===== config.mk =====
export PLATFORM = sky130hd
export DESIGN_NAME = tcp_tx_top
export DESIGN_NICKNAME = d
export VERILOG_FILES = /design/src/source/tcp_tx_pkg.sv /design/src/source/tcp_tx_top.sv /design/src/source/tcp_hdr_emit.sv /design/src/source/tcp_tx_arb.sv /design/src/source/tcp_tx_ctl.sv
export SDC_FILE = /design/constraint.sdc
export NUM_CORES = 1
export LEC_CHECK = 0
export BUFFER_PORTS_ARGS = -buffer_cell sky130_fd_sc_hd__buf_2
export CAP_MARGIN = 0
export CORE_MARGIN = 1.5
export CORE_UTILIZATION = 40
export DETAILED_ROUTE_END_ITERATION = 10
export SLEW_MARGIN = 20
export SYNTH_ARGS = -nofsm -noshare
export SYNTH_HDL_FRONTEND = slang
export SYNTH_SLANG_ARGS = --single-unit

===== constraint.sdc =====
create_clock -name clk -period 16.1 [get_ports clk]
set_input_delay 3.22 -clock clk [delete_from_list [all_inputs] [get_ports clk]]
set_output_delay 3.22 -clock clk [all_outputs]
set_load 0.02 [all_outputs]

===== src/source/tcp_tx_pkg.sv =====
package tcp_tx_pkg;

  localparam logic [3:0]  TCP_DEFAULT_OFFSET  = 4'd5;   // 20-byte header, no options
  localparam logic [15:0] DEFAULT_WINDOW_SIZE = 16'd1000;
  localparam logic [7:0]  DEFAULT_TTL         = 8'd64;
  localparam logic [7:0]  PROTO_TCP           = 8'd6;

  // flag field is ns cwr ece urg ack psh rst syn fin
  localparam logic [8:0]  TCP_FLAG_ACK = 9'h010;
  localparam logic [8:0]  TCP_FLAG_PSH = 9'h008;

  localparam int HDR_WORDS  = 10;
  localparam int KA_TIMEOUT = 2000;  // idle cycles before a keep-alive
  localparam int KA_CNT_W   = $clog2(KA_TIMEOUT);

  typedef logic [3:0][7:0] ipv4_addr_t;
  typedef logic [15:0]     port_t;
  typedef logic [31:0]     tcp_num_t;

  typedef struct packed {
    logic [3:0]  ver;
    logic [3:0]  ihl;
    logic [7:0]  qos;
    logic [15:0] length;
    logic [15:0] id;
    logic        zero;
    logic        df;
    logic        mf;
    logic [12:0] fo;
    logic [7:0]  ttl;
    logic [7:0]  proto;
    logic [15:0] cks;
    ipv4_addr_t  src_ip;
    ipv4_addr_t  dst_ip;
  } ipv4_hdr_t;

  typedef struct packed {
    port_t       src_port;
    port_t       dst_port;
    tcp_num_t    tcp_seq_num;
    tcp_num_t    tcp_ack_num;
    logic [3:0]  tcp_offset;
    logic [2:0]  reserved;
    logic [8:0]  tcp_flags;
    logic [15:0] tcp_wnd_size;
    logic [15:0] tcp_cks;
    logic [15:0] tcp_pointer;
  } tcp_hdr_t;

  typedef struct packed {
    ipv4_hdr_t   ipv4_hdr;
    tcp_hdr_t    tcp_hdr;
    logic [15:0] pld_len;
    logic [15:0] pld_cks;
  } tcp_meta_t;

  typedef struct packed {
    port_t      loc_port;
    port_t      rem_port;
    ipv4_addr_t ipv4_addr;  // remote host
    tcp_num_t   loc_ack;
  } tcb_t;

  typedef enum logic [1:0] {
    tcp_closed,
    tcp_connecting,
    tcp_connected,
    tcp_closing
  } tcp_stat_t;

  typedef enum logic [3:0] {
    tx_none = 4'b0001,
    tx_ka   = 4'b0010,
    tx_ack  = 4'b0100,
    tx_pld  = 4'b1000
  } tx_type_t;

endpackage

===== src/source/tcp_tx_top.sv =====
`timescale 1ns/1ps

module tcp_tx_top
  import tcp_tx_pkg::*;
(
  input  logic        clk,
  input  logic        rst,
  input  tcb_t        tcb,
  input  ipv4_addr_t  src_ip,
  input  tcp_stat_t   status,
  input  tcp_num_t    init_seq,
  input  logic        pld_valid,
  input  logic [15:0] pld_len_in,
  input  logic [15:0] pld_cks_in,
  input  logic        ack_req,
  input  logic        eng_rdy,
  input  tcp_meta_t   eng_meta,
  input  logic        hdr_ready,
  output logic        pld_ready,
  output logic        eng_acc,
  output logic        eng_done,
  output logic [31:0] hdr_data,
  output logic        hdr_valid,
  output logic        hdr_last
);

  logic        send_pld;
  logic        send_ka;
  logic        send_ack;
  logic        pld_sent;
  logic        ka_sent;
  logic        ack_sent;
  tcp_num_t    pld_seq;
  tcp_num_t    last_seq;
  logic [15:0] pld_len;
  logic [15:0] pld_cks;
  logic        seg_rdy;
  logic        seg_acc;
  logic        seg_done;
  tcp_meta_t   seg_meta;

  tcp_tx_ctl u_ctl (
    .clk, .rst, .init_seq, .pld_valid, .pld_len_in, .pld_cks_in, .ack_req, .status,
    .pld_sent, .ka_sent, .ack_sent, .pld_ready, .send_pld, .send_ka, .send_ack,
    .pld_seq, .pld_len, .pld_cks, .last_seq
  );

  tcp_tx_arb u_arb (
    .clk, .rst, .tcb, .src_ip, .status, .send_pld, .send_ka, .send_ack,
    .pld_seq, .pld_len, .pld_cks, .last_seq, .eng_rdy, .eng_meta, .seg_acc, .seg_done,
    .pld_sent, .ka_sent, .ack_sent, .eng_acc, .eng_done, .seg_rdy, .seg_meta
  );

  tcp_hdr_emit u_emit (
    .clk, .rst, .seg_rdy, .seg_meta, .hdr_ready,
    .seg_acc, .seg_done, .hdr_data, .hdr_valid, .hdr_last
  );

endmodule


===== src/source/tcp_hdr_emit.sv =====
`timescale 1ns/1ps

module tcp_hdr_emit
  import tcp_tx_pkg::*;
(
  input  logic        clk,
  input  logic        rst,
  input  logic        seg_rdy,
  input  tcp_meta_t   seg_meta,
  input  logic        hdr_ready,
  output logic        seg_acc,
  output logic        seg_done,
  output logic [31:0] hdr_data,
  output logic        hdr_valid,
  output logic        hdr_last
);

  typedef enum logic [1:0] {e_idle, e_cks, e_emit} emit_state_t;

  emit_state_t  state;
  ipv4_hdr_t    ip_r;
  tcp_hdr_t     tcp_r;
  ipv4_hdr_t    ip_z;
  logic [19:0]  sum;
  logic [15:0]  cks_calc;
  logic [3:0]   cnt;
  logic [319:0] hdr_bits;

  // ones-complement sum over the ten halfwords, cks taken as zero
  always_comb begin
    ip_z     = ip_r;
    ip_z.cks = '0;
    sum      = '0;
    for (int i = 0; i < 10; i++) begin
      sum = sum + 20'(ip_z[i*16 +: 16]);
    end
    sum      = 20'(sum[15:0]) + 20'(sum[19:16]);
    sum      = 20'(sum[15:0]) + 20'(sum[19:16]);  // second fold for the carry
    cks_calc = ~sum[15:0];
  end

  assign hdr_bits = {ip_r, tcp_r};
  assign hdr_data = hdr_bits[(HDR_WORDS - cnt) * 32 - 1 -: 32];  // word 0 is the msbs

  always_ff @(posedge clk) begin
    if (state == e_idle && seg_rdy) begin
      ip_r  <= seg_meta.ipv4_hdr;
      tcp_r <= seg_meta.tcp_hdr;
    end else if (state == e_cks) begin
      ip_r.cks <= cks_calc;
    end
  end

  always_ff @(posedge clk) begin
    if (rst) begin
      state     <= e_idle;
      seg_acc   <= 1'b0;
      seg_done  <= 1'b0;
      hdr_valid <= 1'b0;
      hdr_last  <= 1'b0;
      cnt       <= '0;
    end else begin
      seg_acc  <= 1'b0;
      seg_done <= 1'b0;
      case (state)
        e_idle: if (seg_rdy) begin
          seg_acc <= 1'b1;
          state   <= e_cks;
        end
        e_cks: begin
          hdr_valid <= 1'b1;
          cnt       <= '0;
          state     <= e_emit;
        end
        default: if (hdr_ready) begin
          if (cnt == 4'(HDR_WORDS - 1)) begin
            hdr_valid <= 1'b0;
            hdr_last  <= 1'b0;
            seg_done  <= 1'b1;
            state     <= e_idle;
          end else begin
            cnt      <= cnt + 1'b1;
            hdr_last <= (cnt == 4'(HDR_WORDS - 2));
          end
        end
      endcase
    end
  end

  assert property (@(posedge clk) disable iff (rst)
    hdr_valid && !hdr_ready |=> hdr_valid && $stable(hdr_data))
    else $error("header word changed under back-pressure");

endmodule


===== src/source/tcp_tx_arb.sv =====
`timescale 1ns/1ps

module tcp_tx_arb
  import tcp_tx_pkg::*;
(
  input  logic        clk,
  input  logic        rst,
  input  tcb_t        tcb,
  input  ipv4_addr_t  src_ip,
  input  tcp_stat_t   status,
  input  logic        send_pld,
  input  logic        send_ka,
  input  logic        send_ack,
  input  tcp_num_t    pld_seq,
  input  logic [15:0] pld_len,
  input  logic [15:0] pld_cks,
  input  tcp_num_t    last_seq,
  input  logic        eng_rdy,
  input  tcp_meta_t   eng_meta,
  input  logic        seg_acc,
  input  logic        seg_done,
  output logic        pld_sent,
  output logic        ka_sent,
  output logic        ack_sent,
  output logic        eng_acc,
  output logic        eng_done,
  output logic        seg_rdy,
  output tcp_meta_t   seg_meta
);

  typedef enum logic [1:0] {idle_s, active_s, sent_s} arb_state_t;

  arb_state_t fsm;
  tx_type_t   tx_type;
  logic       rdy_arb;
  logic       acc_arb;
  logic       done_arb;
  tcp_meta_t  meta_arb;

  // engine owns the emitter unless the connection is up
  always_comb begin
    if (status == tcp_connected) begin
      seg_rdy  = rdy_arb;
      seg_meta = meta_arb;
      eng_acc  = 1'b0;
      eng_done = 1'b0;
      acc_arb  = seg_acc;
      done_arb = seg_done;
    end else begin
      seg_rdy  = eng_rdy;
      seg_meta = eng_meta;
      eng_acc  = seg_acc;
      eng_done = seg_done;
      acc_arb  = 1'b0;
      done_arb = 1'b0;
    end
  end

  always_ff @(posedge clk) begin
    if (rst) begin
      fsm                  <= idle_s;
      tx_type              <= tx_none;
      rdy_arb              <= 1'b0;
      pld_sent             <= 1'b0;
      ka_sent              <= 1'b0;
      ack_sent             <= 1'b0;
      meta_arb.ipv4_hdr.id <= '0;
    end else begin
      pld_sent <= 1'b0;
      ka_sent  <= 1'b0;
      ack_sent <= 1'b0;
      case (fsm)
        idle_s: begin
          meta_arb.tcp_hdr.tcp_offset   <= TCP_DEFAULT_OFFSET;
          meta_arb.tcp_hdr.reserved     <= '0;
          meta_arb.tcp_hdr.src_port     <= tcb.loc_port;
          meta_arb.tcp_hdr.dst_port     <= tcb.rem_port;
          meta_arb.tcp_hdr.tcp_wnd_size <= DEFAULT_WINDOW_SIZE;
          meta_arb.tcp_hdr.tcp_ack_num  <= tcb.loc_ack;
          meta_arb.tcp_hdr.tcp_cks      <= '0;
          meta_arb.tcp_hdr.tcp_pointer  <= '0;
          meta_arb.ipv4_hdr.ver         <= 4'd4;
          meta_arb.ipv4_hdr.ihl         <= 4'd5;
          meta_arb.ipv4_hdr.qos         <= '0;
          meta_arb.ipv4_hdr.zero        <= 1'b0;
          meta_arb.ipv4_hdr.df          <= 1'b1;
          meta_arb.ipv4_hdr.mf          <= 1'b0;
          meta_arb.ipv4_hdr.fo          <= '0;
          meta_arb.ipv4_hdr.ttl         <= DEFAULT_TTL;
          meta_arb.ipv4_hdr.proto       <= PROTO_TCP;
          meta_arb.ipv4_hdr.cks         <= '0;  // filled in by the emitter
          meta_arb.ipv4_hdr.src_ip      <= src_ip;
          meta_arb.ipv4_hdr.dst_ip      <= tcb.ipv4_addr;
          if (status == tcp_connected && (send_pld || send_ka || send_ack)) begin
            fsm                  <= active_s;
            rdy_arb              <= 1'b1;
            meta_arb.ipv4_hdr.id <= meta_arb.ipv4_hdr.id + 1'b1;
            if (send_pld) begin
              tx_type                      <= tx_pld;
              meta_arb.tcp_hdr.tcp_flags   <= TCP_FLAG_PSH | TCP_FLAG_ACK;
              meta_arb.tcp_hdr.tcp_seq_num <= pld_seq;
              meta_arb.ipv4_hdr.length     <= pld_len + 16'd40;
              meta_arb.pld_len             <= pld_len;
              meta_arb.pld_cks             <= pld_cks;
            end else begin
              tx_type                      <= send_ka ? tx_ka : tx_ack;
              meta_arb.tcp_hdr.tcp_flags   <= TCP_FLAG_ACK;
              // keep-alive probes one byte behind the last acked data
              meta_arb.tcp_hdr.tcp_seq_num <= send_ka ? last_seq - 32'd1 : last_seq;
              meta_arb.ipv4_hdr.length     <= 16'd40;
              meta_arb.pld_len             <= '0;
              meta_arb.pld_cks             <= '0;
            end
          end
        end
        active_s: begin
          if (acc_arb) rdy_arb <= 1'b0;
          if (done_arb) begin
            case (tx_type)
              tx_pld:  pld_sent <= 1'b1;
              tx_ka:   ka_sent  <= 1'b1;
              tx_ack:  ack_sent <= 1'b1;
              default: ;
            endcase
            tx_type <= tx_none;
            fsm     <= sent_s;
          end
        end
        default: fsm <= idle_s;  // sent_s, lets the request drop
      endcase
    end
  end

  assert property (@(posedge clk) disable iff (rst)
    seg_rdy && !seg_acc |=> $stable(seg_meta))
    else $error("segment metadata changed before accept");

endmodule


===== src/source/tcp_tx_ctl.sv =====
`timescale 1ns/1ps

module tcp_tx_ctl
  import tcp_tx_pkg::*;
(
  input  logic        clk,
  input  logic        rst,
  input  tcp_num_t    init_seq,
  input  logic        pld_valid,
  input  logic [15:0] pld_len_in,
  input  logic [15:0] pld_cks_in,
  input  logic        ack_req,
  input  tcp_stat_t   status,
  input  logic        pld_sent,
  input  logic        ka_sent,
  input  logic        ack_sent,
  output logic        pld_ready,
  output logic        send_pld,
  output logic        send_ka,
  output logic        send_ack,
  output tcp_num_t    pld_seq,
  output logic [15:0] pld_len,
  output logic [15:0] pld_cks,
  output tcp_num_t    last_seq
);

  tcp_num_t            loc_seq;
  logic [KA_CNT_W-1:0] ka_cnt;
  logic                tx_idle;

  assign pld_ready = !send_pld;  // one payload held at a time
  assign pld_seq   = loc_seq;

  assign tx_idle = (status == tcp_connected) && !send_pld && !send_ka && !send_ack &&
                   !pld_sent && !ka_sent && !ack_sent;

  // payload length and checksum only matter while send_pld is high
  always_ff @(posedge clk) begin
    if (pld_valid && pld_ready) begin
      pld_len <= pld_len_in;
      pld_cks <= pld_cks_in;
    end
  end

  always_ff @(posedge clk) begin
    if (rst) begin
      send_pld <= 1'b0;
      send_ack <= 1'b0;
      send_ka  <= 1'b0;
      loc_seq  <= init_seq;
      last_seq <= init_seq;
      ka_cnt   <= '0;
    end else begin
      if (pld_valid && pld_ready) send_pld <= 1'b1;
      if (pld_sent) begin
        send_pld <= 1'b0;
        loc_seq  <= loc_seq + tcp_num_t'(pld_len);
        last_seq <= loc_seq + tcp_num_t'(pld_len);  // next byte to send
      end
      if (ack_sent) send_ack <= 1'b0;
      if (ack_req)  send_ack <= 1'b1;  // new request wins over a clear
      if (ka_sent)  send_ka  <= 1'b0;
      if (!tx_idle) begin
        ka_cnt <= '0;
      end else if (ka_cnt == KA_CNT_W'(KA_TIMEOUT - 1)) begin
        ka_cnt  <= '0;
        send_ka <= 1'b1;
      end else begin
        ka_cnt <= ka_cnt + 1'b1;
      end
    end
  end

  // the arbiter answers only requests still held here
  assert property (@(posedge clk) disable iff (rst)
    (pld_sent |-> send_pld) and (ka_sent |-> send_ka) and (ack_sent |-> send_ack))
    else $error("sent pulse without a pending request");

endmodule


Word-level counts from Yosys, hierarchy flattened
Cells that the tools add are included.

Latch bits: 0. Memory bits (read-only): 0. Memory bits (writable): 0. Logic and storage cells: 195. Register bits after elaboration: 651. Memories: 0.

Equal/unequal tests: 14. Bitwise operators: 8. Reduce and logical (&&, ||, !) cells: 43. $mul: 0. Div/mod/pow operators: 0. Shifts and indexed selects: 1. Multiplexer cells: 45. $lt $le $gt $ge: 0. $add $sub $neg: 18.

Operator list (count): $shiftx A351 B33 Y32 (1); $mux W336 (1); $add A20 B16 Y20 (7); $mux W32 (4); $sub A32 B1 Y32 const B (2); $add A32 B16 Y32 (1); $mux W16 (2); $mux W4 (6); $mux W1 (20); $reduce_and A3 Y1 (6); $add A16 B16 Y17 (1); $add A16 B4 Y17 (1); $add A16 B1 Y16 const B (1); $add A16 B4 Y16 (1); $add A16 B6 Y16 const B (1); $not A16 Y16 (1); $pmux W4 S2 (2); $eq A4 B4 Y1 const B (3); $reduce_bool A2 Y1 (6); $add A11 B1 Y11 const B (1); $eq A11 B11 Y1 const B (1); $mux W2 (5); $ne A2 B1 Y1 const B (5); $logic_and A1 B1 Y1 (9); other kinds (18) (41).

Logic depth before layout (Yosys ltp)
Word-level depth: 13. Depth in mapped cells: 44. Gate-level depth less buffers: 44.

Cells and area by module
From an unflattened synthesis, not the netlist that was laid out.

Cell total of the unflattened synthesis: 3109. Area total of the unflattened synthesis: 34322.9 um2.

By module, submodules not included: tcp_hdr_emit (cells an instance 1259, times used 1, area each 17631.9 um2); tcp_tx_arb (cells an instance 1439, times used 1, area each 12331.8 um2); tcp_tx_ctl (cells an instance 411, times used 1, area each 4359.2 um2).

Least setup slack after synthesis
OpenSTA, ideal clock, no wires.

Path type: in2reg. Start: input port status[0]. End: register u_emit.ip_r, in the netlist u_emit.hdr_bits[231], data pin. Stages: 7. Path buffers: 2. Data arrival time: 13009 ps. Slack: 2462 ps. Cell sequence: nand2b_1 > clkbuf_1 > mux2i_1 > nand2b_1 > inv_1 > clkbuf_1 > o21ai_0.

Word-level cells in the longest chain between the ends: 4. Elaborated cells between the ends (all ways): 5. Classes of those cells: 1 x eq/ne; 3 x mux; 1 x reduce/logical.

Ends and longest elaborated chain: start: declaration (RTL line tcp_tx_top.sv:10) `input tcp_stat_t status,`; $eq A2 B2 Y1 (*) (RTL line tcp_tx_arb.sv:42) `if (status == tcp_connected) begin`; $mux W1 (RTL line tcp_tx_arb.sv:42); $logic_and A1 B1 Y1 (RTL line tcp_hdr_emit.sv:46) `if (state == e_idle && seg_rdy) begin`; $mux W16 (*) (RTL line tcp_hdr_emit.sv:46); end signal: assignment (RTL line tcp_hdr_emit.sv:47) `ip_r <= seg_meta.ipv4_hdr;`; end: declaration (RTL line tcp_hdr_emit.sv:21) `ipv4_hdr_t ip_r;`.

Every way passes the cells marked *; elsewhere a longest branch is shown, timed or not. A chain may end at the register's enable or synchronous reset.

Worst setup path after layout
Start: register u_emit.ip_r, in the netlist u_emit.hdr_bits[160]. End: register u_emit.ip_r, in the netlist u_emit.hdr_bits[236], data pin.

Word-level cells in the longest chain between the ends: 13.

Ends and longest elaborated chain: $add A16 B16 Y17 (RTL line tcp_hdr_emit.sv:35) `sum = sum + 20'(ip_z[i*16 +: 16]);`; $add A20 B16 Y20 (7 in series) (RTL line tcp_hdr_emit.sv:35); $add A16 B4 Y17 (RTL line tcp_hdr_emit.sv:37) `sum = 20'(sum[15:0]) + 20'(sum[19:16]);`; $add A16 B4 Y16 (RTL line tcp_hdr_emit.sv:38) `sum = 20'(sum[15:0]) + 20'(sum[19:16]);`; $not A16 Y16 (RTL line tcp_hdr_emit.sv:39) `cks_calc = ~sum[15:0];`; $mux W16 (RTL line tcp_hdr_emit.sv:49) `end else if (state == e_cks) begin`; $mux W16 (RTL line tcp_hdr_emit.sv:46).

No other way between the ends. The select of a mux whose other input is x is not followed.

==> impl_metrics.json <==
{
  "wire_per_inst_um": 23.6,
  "instances_no_fill": 4422,
  "pin_count": 589,
  "cp.arrival_ns": 11.43,
  "grt_pass1_wl_um": 147000,
  "finish.instance_area_um2": 37300,
  "worstSetupEndpointType": "register",
  "grt_overflow_total": 0,
  "seq_area_frac_synth_pct": 55.7,
  "nets": 4029,
  "min_period_ns": 11.09,
  "initial_core_util_pct": 40.3,
  "hold_ws_ns": 0.460,
  "synth_nets": 3517,
  "fin_tns_setup_ns": 0,
  "worst_setup_path_start_kind": "register",
  "synth-seq-cells": 595,
  "root_buffer": "clkbuf_16",
  "dp_cells": 4279,
  "relSlewSlack_pct": 22.5,
  "slew_viol_final": 0,
  "firstDrtPassIters": 5,
  "grt_use_total_pct": 25.9,
  "drive_gt1_share_pct": 22.2,
  "crit_fanout": 6,
  "grt_max_degree": 186,
  "netlist_area_um2": 31200,
  "vdd_drop_max_uv": 278,
  "synthArstFlopShare_pct": 0,
  "antenna_left": 0,
  "powerDensity_nw_per_um2": 211,
  "portBuffers": 540,
  "finClkSkew_ns": 0.0262,
  "postCtsSetupRepairBufs": 0,
  "clkSlewWorstSetupHoldPaths_ns": 0.06,
  "grt_pass1_vias": 22100,
  "core-area_um2": 77200,
  "cts_buffer_depth": 3,
  "drc": 0,
  "cts_buffers": 68,
  "cts_sinks": 595,
  "fin_util_pct": 48.3,
  "fmax_mhz": 90.1,
  "insertion_delay_ns": 0.61,
  "die_x_um": 282,
  "p_leak_nw": 15.5,
  "rsz0062_at_grt": "false",
  "post_cts_resized": 0,
  "cts_hold_buf": 0,
  "fillers": 7121,
  "die_y_um": 282,
  "cts_tree": "built",
  "vias_per_cell": 5.19,
  "synth-edff-count": 545,
  "yosys_warnings": 0,
  "antenna_found_initial": 26,
  "rows": 102,
  "period_share_pct": 68.9,
  "cap_violations": 0,
  "dr.first_iter.drc_count": 2360,
  "cts.htree.levels": 3,
  "yosys_most_used_dff": "edfxtp_1",
  "hold_violations": 0,
  "slowest_delay_ns": 0.57,
  "synthCells": 2797,
  "avgSynthCellArea_um2": 11.1,
  "place_congestion": 0.967,
  "setup_viol": 0,
  "hp-class": "register to register",
  "tightest_slew_ns": 1.16,
  "routed_wl_um": 104000,
  "critical_path.most_common_cell": "fa_1",
  "vias": 23000,
  "synth_cell_types": 74,
  "placed_cell_area_um2": 35000,
  "dieArea_um2": 79600,
  "dpl.hpwl_um": 79900,
  "worst_ep_required_time_ns": 16.44,
  "status": "complete, no violations",
  "areaGrowthSynthToFinish_pct": 19.7,
  "crit_slowest_cell": "fa_1",
  "crit_type": "register to register"
}
## through the flow
step	total power [W]	setup WS (ns)
floorplan	0.00514	2.46
global placement	0.00618	5.32
detailed placement	0.00623	5.19
CTS	0.00784	5.15
global route	0.00838	4.28
finish	0.00787	5.01
## routing by layer
layer	vias up	track usage [%]	wire [um]
met2	880	40.9	49100
met5	-	0	42
met3	144	5.10	8430
met1	11200	35.7	43500
li1	10800	-	-
met4	6	9.21	3140
## worst paths after layout
kind	start	end	slack, ns	depth (start not counted)
min	u_emit.hdr_last	u_emit.hdr_last	0.46	2
min reg2reg	u_emit.hdr_last	u_emit.hdr_last	0.46	2
max	u_emit.hdr_bits[160]	u_emit.hdr_bits[236]	5.01	43
max reg2reg	u_emit.hdr_bits[160]	u_emit.hdr_bits[236]	5.01	43
## critical path: cells and delay by family, from the launching register on
kind            cells  cell delay [ns]
buf+inv             4             0.26
xor+xnor            3             0.64
simple gates       11             1.56
compound gates     15             4.00
fa+ha+maj          10             4.01
flops               1             0.36
## registers in the layout (all words and copies together), names as in the netlist, 2 cells and up
signal and flops:
u_ctl.last_seq 32, u_emit.hdr_bits 320, u_emit.cnt 4, u_arb.meta_arb 193
u_ctl.ka_cnt 11, u_arb.fsm 2, u_emit.state 2, u_arb.tx_type 4
u_ctl.pld_len 16
## area by class of cell
type	instances	area [um^2]	area share, %
timing repair buffer	565	2900	7.78
multi-input combinational	1908	12800	34.2
tap	1040	1300	3.49
sequential	595	17400	46.6
inverter	171	649	1.74
clock buffer	91	1910	5.13
clock inverter	33	348	0.933
antenna	19	47.5	0.127
## where the power goes
| part | internal [W] | switching (W) |
|---|---|---|
| clock network | 0.000938 | 0.000654 |
| registers | 0.00193 | 0.0000801 |
| logic | 0.00165 | 0.00262 |
| total | 0.00452 | 0.00335 |
## cells in the mapped netlist, types with 5 or more instances
library cell | number | area (um^2)
a211o_1 | 17 | 149
a211oi_1 | 10 | 75.1
a21o_1 | 14 | 105
a21oi_1 | 85 | 425
a221oi_1 | 32 | 280
a31oi_1 | 23 | 144
and2_1 | 104 | 651
and3_1 | 27 | 169
buf_1 | 14 | 52.6
clkbuf_1 | 109 | 409
dfxtp_1 | 50 | 1000
edfxtp_1 | 545 | 16400
fa_1 | 98 | 1960
ha_1 | 70 | 876
inv_1 | 171 | 642
mux4_2 | 50 | 1130
nand2_1 | 758 | 2850
nand2b_1 | 28 | 175
nand3_1 | 53 | 265
nand4_1 | 6 | 37.5
nor2_1 | 140 | 526
nor2b_1 | 10 | 62.6
nor3_1 | 45 | 225
nor3b_1 | 5 | 37.5
nor4_1 | 12 | 75.1
o211ai_1 | 8 | 60.1
o21ai_0 | 80 | 400
o21ai_1 | 5 | 25.0
o31ai_1 | 5 | 37.5
or3_1 | 17 | 106
or4_1 | 5 | 37.5
xnor2_1 | 56 | 490
xor2_1 | 72 | 631
## kinds of logic (layout without fill, tap and decap cells)
logic type	after synthesis	after routing	synth area share (%)
buffers and inverters	294	860	3.54
and+or+nand+nor	1235	1235	17.4
xor gates and xnor gates	128	128	3.60
muxes	56	56	3.82
adders and majority gates	168	168	9.11
AOI/OAI and AO/OA	321	321	6.75
other	0	19	0
DFF	595	595	55.7
## cell usage in the layout (no fill, tap or decap), types with 24 or more instances in the layout
cell type,synthesis,layout
a21oi_1,85,85
a221oi_1,32,32
and2_1,104,103
and3_1,27,27
buf_2,0,540
buf_4,0,24
clkbuf_16,0,72
dfxtp_1,50,49
edfxtp_1,545,545
fa_1,98,98
ha_1,70,68
inv_1,171,170
mux4_2,50,50
nand2_1,758,758
nand2b_1,28,27
nand3_1,53,53
nor2_1,140,139
nor3_1,45,44
o21ai_0,80,80
xnor2_1,56,55
xor2_1,72,71
No activity file was read; power rests on OpenSTA's default activity.
